File: config.mk
export PLATFORM = sky130hd
export DESIGN_NAME = stm_gain_operator
export DESIGN_NICKNAME = d
export VERILOG_FILES = /design/src/logic/stm_pkg.sv /design/src/logic/stm_gain_operator.sv
export SDC_FILE = /design/constraint.sdc
export NUM_CORES = 1
export LEC_CHECK = 0
export BUFFER_PORTS_ARGS = -buffer_cell sky130_fd_sc_hd__buf_2
export CORE_MARGIN = 1
export CORE_UTILIZATION = 37
export DETAILED_ROUTE_END_ITERATION = 10
export PLACE_DENSITY_LB_ADDON = 0.25
export SLEW_MARGIN = 5
export SYNTH_ARGS = -nofsm -noshare
export SYNTH_HDL_FRONTEND = slang
export SYNTH_SLANG_ARGS = --single-unit
File: constraint.sdc
create_clock -name clk -period 1.68 [get_ports clk]
set_clock_uncertainty 0.1 [all_clocks]
set_input_delay 0.084 -clock clk [delete_from_list [all_inputs] [get_ports clk]]
set_output_delay 0.084 -clock clk [all_outputs]
set_load 0.01 [all_outputs]
File: src/logic/stm_pkg.sv
package stm_pkg;

  // ========================================
  // Array geometry
  // ========================================
  localparam int num_trans    = 16;  // 4 x 4 grid.
  localparam int grid_cols    = 4;
  localparam int trans_pitch  = 10;  // Position units between neighbors.
  localparam int max_patterns = 16;
  localparam logic [3:0] last_trans = 4'(num_trans - 1);

  // ========================================
  // Pattern memory
  // ========================================
  localparam int mem_depth = 256;    // 8 bit address.

  // ========================================
  // Register offsets
  // ========================================
  localparam logic [7:0] reg_ctrl        = 8'h00;  // Bit 0 is gain_mode.
  localparam logic [7:0] reg_cycle       = 8'h04;
  localparam logic [7:0] reg_freq_div    = 8'h08;
  localparam logic [7:0] reg_sound_speed = 8'h0C;
  localparam logic [7:0] reg_mem_lo      = 8'h10;
  localparam logic [7:0] reg_mem_hi      = 8'h14;
  localparam logic [7:0] reg_mem_addr    = 8'h18;  // Write commits the word.

  // Focus operator FSM encoding.
  localparam logic [2:0] st_idle   = 3'd0;
  localparam logic [2:0] st_fetch  = 3'd1;
  localparam logic [2:0] st_load   = 3'd2;
  localparam logic [2:0] st_square = 3'd3;
  localparam logic [2:0] st_root   = 3'd4;
  localparam logic [2:0] st_out    = 3'd5;

  // One memory word, read as a gain entry or as a focal point.
  typedef union packed {
    struct packed {
      logic [47:0] rsvd;
      logic [7:0]  phase;
      logic [7:0]  intensity;  // Bits 7:0.
    } gain;
    struct packed {
      logic [7:0]         rsvd;
      logic [7:0]         intensity;  // Bits 55:48.
      logic signed [15:0] z;
      logic signed [15:0] y;
      logic signed [15:0] x;          // Bits 15:0.
    } focus;
  } pattern_word_t;

endpackage

File: src/logic/stm_gain_operator.sv
module stm_gain_operator (
  input  logic                   clk,
  input  logic                   arst_n,
  input  logic                   update,
  input  logic [3:0]             idx,
  input  stm_pkg::pattern_word_t rdata,
  output logic [7:0]             raddr,
  output logic [7:0]             intensity,
  output logic [7:0]             phase,
  output logic                   dout_valid,
  output logic [3:0]             trans_idx
);
  import stm_pkg::*;

  logic       busy_q;
  logic [3:0] pat_q;
  logic [3:0] cnt_q;     // Next transducer to read.
  logic       rd_vld_q;  // Memory word arrives this cycle.
  logic [3:0] rd_tr_q;
  logic       start;

  assign start = update && !busy_q;  // Updates inside a burst are dropped.

  // Word 0 is addressed straight from idx so that data returns a cycle early.
  assign raddr = busy_q ? {pat_q, cnt_q} : {idx, 4'd0};

  always_ff @(posedge clk or negedge arst_n) begin
    if (!arst_n) begin
      busy_q     <= 1'b0;
      cnt_q      <= '0;
      rd_vld_q   <= 1'b0;
      dout_valid <= 1'b0;
    end else begin
      rd_vld_q   <= start || busy_q;
      dout_valid <= rd_vld_q;
      if (start) begin
        busy_q <= 1'b1;
        cnt_q  <= 4'd1;
      end else if (busy_q) begin
        cnt_q <= cnt_q + 4'd1;
        if (cnt_q == last_trans) busy_q <= 1'b0;
      end
    end
  end

  // Pattern latch and output stage.
  always_ff @(posedge clk) begin
    if (start) begin
      pat_q   <= idx;
      rd_tr_q <= '0;
    end else if (busy_q) begin
      rd_tr_q <= cnt_q;
    end
    if (rd_vld_q) begin
      intensity <= rdata.gain.intensity;
      phase     <= rdata.gain.phase;
      trans_idx <= rd_tr_q;
    end
  end

endmodule

==> key figures, run 1 <==
Final layout
  • Cell Count, Final, Fillers Out: a little under 200
  • Diodes inserted: 0
  • Reg area: about 980 um2
  • Most common cell after layout, fill and taps aside: buf_2
  • Fillers: 257
  • Most frequent cells in the layout: 51 x buf_2, 24 x dlygate4sd3_1, 24 x edfxtp_1, 6 x dfrtp_1, 5 x clkbuf_4
  • Layout net count: 220
  • Multi-input logic area: roughly 220 um2
  • Area Overhead vs Synth: 49.9%
  • Core Util, Final: just under 60%
  • Ratio of cells with drive above 1 in the final layout: 45.0%

Critical path
  • Req. time, crit path: 2080 ps
  • Max FO, Critical Path: 4
  • Arrival @ worst endpoint: about 2000 ps
  • CP Launch Type: primary input
  • Critical Path Sink Type: async pin
  • Critical path class: primary input to async pin

Timing
  • Worst-Margin Slew: 390 ps
  • Post-route minimum period: 1570 ps
  • Slew HR: 73.9%
  • Final setup vio count: 0
  • Final Max Tran Viols: 0
  • Setup_tns: 0 ps
  • Max frequency: 636 MHz
  • RSZ-0062 raised after global routing: false
  • Tcrit/Tclk final: between 90% and 100%
  • Final Hold Vio Count: 0

Clocking
  • H-tree levels: 2
  • Clk sinks: 35
  • Clock buffer depth: 2
  • Clk_lat worst skew: 320 ps
  • Postcts setup bufs: 0
  • CTS tree: built
  • Root Driver: clkbuf_4
  • CTS buffer count: 5
  • Clk slew on worst S/H paths: approximately 100 ps

Floorplan
  • Initial Util: 39.4%
  • Die height: 59.2 um
  • Width of the die: about 59 um
  • Die ar.: 0.00351 mm2
  • IO Count: 100
  • FP Rows: 20
  • CORE AREA: 0.00308 mm2

Power and ir drop
  • P_sw: 723 uW
  • Sequential share of power: 53.6%
  • Combinational share of power: between 30% and 40%
  • Clock share of power: around 16%
  • Pint: 1740 uW
  • Peak VDD IR: 679 uV
  • Sw frac: 29.4%
  • Power per cell area: around 1400 mW/mm2
  • Leakage: roughly 0.0008 uW

Yosys
  • Synthesized cell area: 0.00121 mm2
  • Register bit total from synthesis: 35
  • Seq/Total Area, Yosys: 80.5%
  • Synth warn: 0
  • Synth unique cells: 20
  • Syn_nets: 137
  • Mapped Cells: 65
  • Syn_area_per_cell: between 15 and 20 um2

Worst hold path
  • Hold WC Path Type: register to register

Route
  • DRT antenna net count: 0
  • Drt first pass iters: 4
  • Final WL: between 2000 and 2500 um
  • Vias per cell: 4.23
  • Drc violations: 0
  • Initial DRC count: 7
  • Per-cell routed wire length: 10.6 um
  • Vias: 816

Place
  • Dpl cells: ~160
  • DPL Wire Length: 1320 um
  • Routability cong.: 0.776
  • Port Buffers: 51

Status
  • Status: finished clean

Global routing
  • Total track usage: a little over an eighth
  • Largest net degree at the start of global routing: 18
  • Gr ovfl total: 0
  • Vias in the first global route: 784
  • Antenna violations before repair: 0
  • First-pass GRT wire length: ~3300 um

Flow run
  • Max-cap violation count: 0
## critical path, stage by stage
cell,delay [ps]
dlygate4sd3_1,520
dlygate4sd3_1,540
buf_2,150
dlygate4sd3_1,670
## repair_timing
item | 4_1_cts | 5_1_grt
hold buffers | 24 | 0
endpoints found under the setup margin | 0 | 2
hold endpoints to repair | 31 | 0
gates resized for setup | 0 | 1
## final timing paths
kind | from | to | slack, ps | cells past startpoint
worst max register to register | busy_q | rd_tr_q[3] | 340 | 3
worst min register to register | rd_tr_q[3] | trans_idx[3] | 330 | 0
worst min-delay path | rd_tr_q[3] | trans_idx[3] | 330 | 0
max in group clk | busy_q | raddr[3] | 160 | 3
worst max-delay path | arst_n | busy_q | 110 | 4
min in group asynchronous | arst_n | cnt_q[1] | 540 | 3
## through the flow
stage	instance area, um2	hold slack [ps]	setup WS (ps)	total power (uW)
4_1_cts	1820	337	21.6	2500
3_3_place_gp	1530	-172	334	2030
6_report	1820	331	107	2460
3_5_place_dp	1530	-171	317	2050
5_1_grt	1820	341	67.0	2640
2_1_floorplan	1210	-312	498	1780
## cell families (layout without fill, tap and decap cells)
group / after synthesis / after routing / share of synthesized area [%]
flip-flops: 35 / 35 / 80.5
AND/OR/NAND/NOR: 14 / 14 / 7.33
AO/OA/AOI/OAI: 8 / 8 / 4.23
multiplexers: 4 / 4 / 4.95
buffers and inverters: 2 / 86 / 1.24
adder cells (fa/ha/maj): 1 / 1 / 1.03
XOR/XNOR: 1 / 1 / 0.723
## layer usage
metal	vias to the layer above	global-route usage [%]	part of all wire [%]	routed length (um)
met5	-	0	0	0
met4	0	6.12	1.4	29
met3	4	6.33	9.7	200
met2	40	21.8	48	993
met1	366	14.5	40	830
li1	406	-	-	-
## state kept, by name (all words and copies together), names as in the netlist
register and cells:
dout_valid 1, rd_tr_q 4, phase 8, cnt_q 4
busy_q 1, rd_vld_q 1, intensity 8, pat_q 4
trans_idx 4
## cell type report
type	count	area share, %
flip-flops and latches	35	53.8
repair buffers	77	28.1
multi-input cells	28	12.2
well taps	44	3.03
clock buffers	6	2.27
clock inverters	2	0.482
inverters	1	0.206
## cell usage after synthesis, drive strengths merged
cell type  instances  area share, %
nand4              1            1.0
nand2b             2            1.0
a31oi              1           0.52
nand3b             1           0.62
dfxtp              4            6.6
xor2               1           0.72
nand2              2           0.62
buf                1           0.93
and2               4            2.5
nor2b              1           0.52
ha                 1            1.0
nor3               1           0.41
dfrtp              7             14
o21ai              3            1.2
mux2               4            5.0
edfxtp            24             59
nor2               2           0.62
a21o               4            2.5
inv                1           0.31
## power groups by stage
stage | registers (uW) | logic (uW) | clock network, uW
2_1_floorplan | 1390 | 387 | 0
3_3_place_gp | 1330 | 697 | 0
3_5_place_dp | 1340 | 708 | 0
4_1_cts | 1320 | 755 | 427
5_1_grt | 1350 | 825 | 464
6_report | 1320 | 744 | 399
Note: power is estimated with default switching activity, not from simulation.
==> inputs of run 2 (changes only) <==
--- a/config.mk
+++ b/config.mk
@@ -7,8 +7,9 @@
 export LEC_CHECK = 0
 export BUFFER_PORTS_ARGS = -buffer_cell sky130_fd_sc_hd__buf_2
 export CORE_MARGIN = 1
-export CORE_UTILIZATION = 37
+export CORE_UTILIZATION = 30
 export DETAILED_ROUTE_END_ITERATION = 10
+export GPL_ROUTABILITY_DRIVEN = 0
 export PLACE_DENSITY_LB_ADDON = 0.25
 export SLEW_MARGIN = 5
 export SYNTH_ARGS = -nofsm -noshare
==> key figures, run 2 (synthesis results as in run 1) <==
Status
  • Status: finished clean

Route
  • Drc violations: 0
  • Vias per cell: approximately 4.2
  • DRT antenna net count: 0
  • Final WL: 2100 um
  • Per-cell routed wire length: 10.7 um
  • Drt first pass iters: 4
  • Vias: approximately 820
  • Initial DRC count: 42

Final layout
  • Layout net count: around 220
  • Most frequent cells in the layout: 51 x buf_2, 24 x edfxtp_1, 22 x dlygate4sd3_1, 6 x dfrtp_1, 5 x clkbuf_8
  • Diodes inserted: 0
  • Area Overhead vs Synth: 51.9%
  • Regs by FF count: intensity x8, phase x8
  • Ratio of cells with drive above 1 in the final layout: between 40% and 50%
  • Most common cell after layout, fill and taps aside: buf_2
  • Final Instance Area: about 0.0018 mm2

Floorplan
  • CORE AREA: 0.00377 mm2
  • Die height: 65.6 um
  • IO Count: 100
  • Width of the die: ~66 um
  • Initial Util: between 30% and 40%
  • Die ar.: ~0.0043 mm2
  • FP Rows: 22

Global routing
  • Met3 Use GR: 5.21%
  • Total track usage: 11.0%
  • Gr ovfl total: 0
  • Gr busiest metal: met2
  • Grt met1 use: 14.3%
  • Largest net degree at the start of global routing: 15
  • Vias in the first global route: 731
  • Antenna violations before repair: 0
  • First-pass GRT wire length: 3360 um
  • Grt met2 use: 16.0%

Clocking
  • Clk sinks: 35
  • Postcts setup bufs: 0
  • CTS tree: built
  • Root Driver: clkbuf_8
  • CTS buffer count: 5
  • Clock buffer depth: 2
  • Clk_lat worst skew: about 280 ps
  • Clk slew on worst S/H paths: 70 ps
  • H-tree levels: 2

Place
  • DP Area: 0.00153 mm2
  • Port Buffers: 51
  • DPL Wire Length: 1580 um
  • Pre-CTS WS: 289 ps

Timing
  • Final Hold Vio Count: 0
  • RSZ-0062 raised after global routing: false
  • Post-route minimum period: between 1000 and 1500 ps
  • Final Max Tran Viols: 0
  • Slew HR: roughly 72%
  • Max frequency: 678 MHz
  • WHS: ~55 ps
  • Final setup vio count: 0
  • Worst-Margin Slew: around 410 ps
  • Setup_tns: 0 ps
  • Setup ws final: 204 ps
  • Tcrit/Tclk final: between 80 and 90%

Worst hold path
  • Hold WC Path Type: primary input to async pin

Critical path
  • Critical Path Sink Type: output port
  • Max incr delay on CP: 490 ps
  • Cell family with most CP delay: flip-flops
  • CP Launch Type: register
  • CP cell instances: buf_4 -> and2_1 -> buf_2
  • Arrival @ worst endpoint: 1290 ps
  • Critical path class: register to output port
  • Buf+Inv Stages, Crit Path: 2
  • Max FO, Critical Path: 9
  • Req. time, crit path: approximately 1500 ps
  • Max stage delay cell, worst path: dfrtp_2

Power and ir drop
  • Peak VDD IR: 632 uV
  • Leakage: 0.000825 uW
  • Power per cell area: 1440 mW/mm2
  • Tot Pwr: 2650 uW

Flow run
  • Max-cap violation count: 0
==> run 2: final timing paths <==
check / startpoint / endpoint / slack (ps) / depth (start not counted)
setup / recovery: busy_q / raddr[3] / 200 / 3
hold / removal: arst_n / dout_valid / 50 / 2
setup reg to reg: busy_q / rd_tr_q[3] / 340 / 3
hold reg to reg: rd_tr_q[2] / trans_idx[2] / 330 / 0
max in group asynchronous: arst_n / busy_q / 1250 / 2
min in group clk: rd_tr_q[2] / trans_idx[2] / 330 / 0
==> run 2: what timing repair did <==
item,in CTS,in global routing
hold buffers,22,0
hold endpoints to repair,29,0
gates resized for setup,0,1
setup endpoints to repair,0,2
==> run 2: final cells by class <==
cell class / count / area, um2
Timing Repair Buffer: 75 / 490
Multi-Input combinational cell: 28 / 221
Tap cell: 48 / 60.1
Clock buffer: 5 / 68.8
Fill cell: 331 / 1930
Sequential cell: 35 / 977
Inverter: 1 / 3.75
Clock inverter: 3 / 20.0
==> run 2: per-stage QoR <==
step	util, %	std cells
2_1_floorplan	-	65
3_3_place_gp	40.6	165
3_5_place_dp	40.6	165
4_1_cts	48.8	195
5_1_grt	48.8	195
6_report	48.8	195
==> run 2: report_power, final <==
| group | switching, uW | total [uW] | internal (uW) |
|---|---|---|---|
| clock | 291 | 579 | 288 |
| sequential | 142 | 1330 | 1190 |
| combinational | 349 | 740 | 391 |
| total | 782 | 2650 | 1870 |
==> run 2: metal layers <==
metal | routed length [um] | vias to the layer above
met4 | 25 | 0
met5 | 0 | -
met2 | 847 | 52
li1 | - | 401
met1 | 997 | 359
met3 | 226 | 5
==> inputs of run 3 (changes only) <==
--- a/config.mk
+++ b/config.mk
@@ -5,6 +5,7 @@
 export SDC_FILE = /design/constraint.sdc
 export NUM_CORES = 1
 export LEC_CHECK = 0
+export ABC_AREA = 1
 export BUFFER_PORTS_ARGS = -buffer_cell sky130_fd_sc_hd__buf_2
 export CORE_MARGIN = 1
 export CORE_UTILIZATION = 30
@@ -15,3 +16,4 @@
 export SYNTH_ARGS = -nofsm -noshare
 export SYNTH_HDL_FRONTEND = slang
 export SYNTH_SLANG_ARGS = --single-unit
+export TNS_END_PERCENT = 100
==> key figures, run 3 <==
Status
  • Status: finished clean

Yosys
  • Count leader, synth: nand2_1
  • Register bit total from synthesis: 35
  • Async SR Flop Fraction: 20.0%
  • Number of enable flip-flop cells after synthesis: 24
  • Post-synth top area share: 59.7%
  • Synth warn: 0
  • Seq/Total Area, Yosys: between 80% and 90%
  • Syn_nets: 161
  • Mapped Cells: 89
  • Ranking of synthesized cells by area: edfxtp_1 60%, dfrtp_1 15%, nand2_1 10%
  • Prevailing post-synth register cell: edfxtp_1
  • Synth unique cells: 14
  • Syn_area_per_cell: approximately 14 um2
  • Synthesized cell area: 0.00121 mm2
  • Cell taking the most area after synthesis: edfxtp_1
  • Post-synth top cells: 33 x nand2_1, 24 x edfxtp_1, 7 x dfrtp_1

Critical path
  • FF-to-FF End: pat_q[0]
  • Max incr delay on CP: 610 ps
  • Cell family with most CP delay: flip-flops
  • CP cell instances: inv_2 -> nand2_1 -> nand2_1 -> buf_2
  • Max FO, Critical Path: 13
  • CP Launch Type: register
  • Buf+Inv Stages, Crit Path: 2
  • Req. time, crit path: around 1500 ps
  • Critical path class: register to output port
  • Worst flop-to-flop path startpoint: busy_q
  • Arrival @ worst endpoint: 1280 ps
  • R2R cell count: 3
  • CP dominant cell by count: nand2_1
  • Critical Path Sink Type: output port
  • Max stage delay cell, worst path: dfrtp_1
  • FF-to-FF setup slack: 340 ps

Final layout
  • Multi-input logic area: 186 um2
  • Most frequent cells in the layout: 51 x buf_2, 33 x nand2_1, 24 x edfxtp_1, 22 x dlygate4sd3_1, 7 x dfrtp_1
  • Layout net count: 241
  • Cell Count, Final, Fillers Out: 218
  • Fillers: 349
  • Diodes inserted: 0
  • Reg area: about 980 um2
  • Regs by FF count: intensity x8, phase x8
  • Final Instance Area: 0.00182 mm2
  • Ratio of cells with drive above 1 in the final layout: 36.5%
  • Area Overhead vs Synth: 50.7%
  • Most common cell after layout, fill and taps aside: buf_2

Timing
  • Final Hold Vio Count: 0
  • Tcrit/Tclk final: 87.1%
  • Setup ws final: 216 ps
  • Final Max Tran Viols: 0
  • Final setup vio count: 0
  • Post-route minimum period: 1460 ps
  • Max frequency: 683 MHz
  • Setup_tns: 0 ps
  • Slew HR: 70.7%
  • RSZ-0062 raised after global routing: false
  • Worst-Margin Slew: 440 ps

Global routing
  • Largest net degree at the start of global routing: 21
  • Vias in the first global route: ~780
  • First-pass GRT wire length: 3460 um
  • Gr ovfl total: 0
  • Antenna violations before repair: 0
  • Total track usage: 11.4%

Clocking
  • Clk slew on worst S/H paths: 60 ps
  • CTS resizes: 0
  • Clk_lat worst skew: approximately 280 ps
  • H-tree levels: 2
  • CTS buffer count: 5
  • Root Driver: clkbuf_8
  • Postcts setup bufs: 0
  • Clock buffer depth: 2
  • CTS tree: built
  • Number of hold buffers added after cts: 22
  • Clk sinks: 35

Place
  • DP Area: 0.00152 mm2
  • Dpl cells: 188
  • Port Buffers: 51
  • Pre-CTS WS: approximately 320 ps
  • DPL Wire Length: 1480 um

Route
  • Drt first pass iters: 4
  • Vias: 873
  • Drc violations: 0
  • Per-cell routed wire length: 10.3 um
  • DRT antenna net count: 0
  • Vias per cell: between 4 and 5
  • Initial DRC count: 41
  • Final WL: 2240 um

Worst hold path
  • Hold WC Path Type: primary input to async pin

Floorplan
  • CORE AREA: 0.00377 mm2
  • IO Count: 100
  • Initial Util: 32.0%
  • Die height: ~65 um
  • Width of the die: 65.4 um
  • Die ar.: 0.00428 mm2
  • FP Rows: 22

Power and ir drop
  • Power per cell area: 1470 mW/mm2
  • Peak VDD IR: 715 uV
  • Leakage: 0.000859 uW

Flow run
  • Max-cap violation count: 0
run 3: cell types whose count changed after synthesis, moves of 2 or more:
cell / before / now
mux2_4: 4 / 0
nand2_1: 2 / 33
and2_4: 2 / 0
o21ai_1: 3 / 0
a21oi_1: 0 / 2
inv_2: 0 / 3
inv_1: 1 / 5
and2_1: 2 / 0
nand2b_1: 2 / 0
nor2_1: 2 / 5
a21o_1: 4 / 0
run 3: worst max-delay path by stage:
stage | end | start | slack (ps) | cells after the start
2_1_floorplan | intensity[0] | rd_vld_q | 500 | 0
6_report | raddr[7] | busy_q | 220 | 4
3_5_place_dp | pat_q[3] | busy_q | 320 | 3
4_1_cts | raddr[7] | busy_q | 180 | 4
5_1_grt | raddr[7] | busy_q | 100 | 4
3_3_place_gp | pat_q[0] | busy_q | 340 | 3
run 3: power by group:
part | internal [uW] | leakage [uW] | total (uW) | switching (uW)
clock | 294 | 0.0000395 | 551 | 257
combinational | 322 | 0.000464 | 773 | 451
sequential | 1210 | 0.000356 | 1340 | 135
total | 1820 | 0.000859 | 2670 | 843
run 3: kinds of logic (layout without fill, tap and decap cells):
kind of cell             Yosys count  count (layout)  synth area share (%)
AND/OR/NAND/NOR                   41              41                  13.6
flip-flops                        35              35                  80.8
buffers and inverters             10              91                  3.73
AO/OA/AOI/OAI                      2               2                 0.829
adder cells (fa/ha/maj)            1               1                  1.04
run 3: metal layers:
layer | up-vias | share of wire, % | global-route usage (%)
li1 | 449 | - | -
met1 | 376 | 45 | 13.0
met2 | 42 | 44 | 17.8
met3 | 6 | 8.8 | 5.90
met4 | 0 | 1.5 | 4.89
met5 | - | 0 | 0
run 3: worst register-to-register path, cell delays in order, from the launching register on:
cell and delay, ps:
dfrtp_1 540, inv_2 180, nand2_1 80, inv_1 150
run 3: area by class of cell:
type                            instances  area share [%]
Sequential cell                        35            53.6
Timing Repair Buffer                   74            26.5
Multi-Input combinational cell         44            10.2
Clock buffer                            8            4.40
Tap cell                               48            3.30
Inverter                                9            1.86
run 3: stage by stage:
step | power (uW) | utilization, % | hold slack (ps)
after floorplan | 1800 | - | -312
after global placement | 2080 | 40.3 | -175
after detailed placement | 2100 | 40.3 | -170
after CTS | 2710 | 48.2 | 56.8
after global routing | 2860 | 48.2 | 65.3
final | 2670 | 48.2 | 63.9
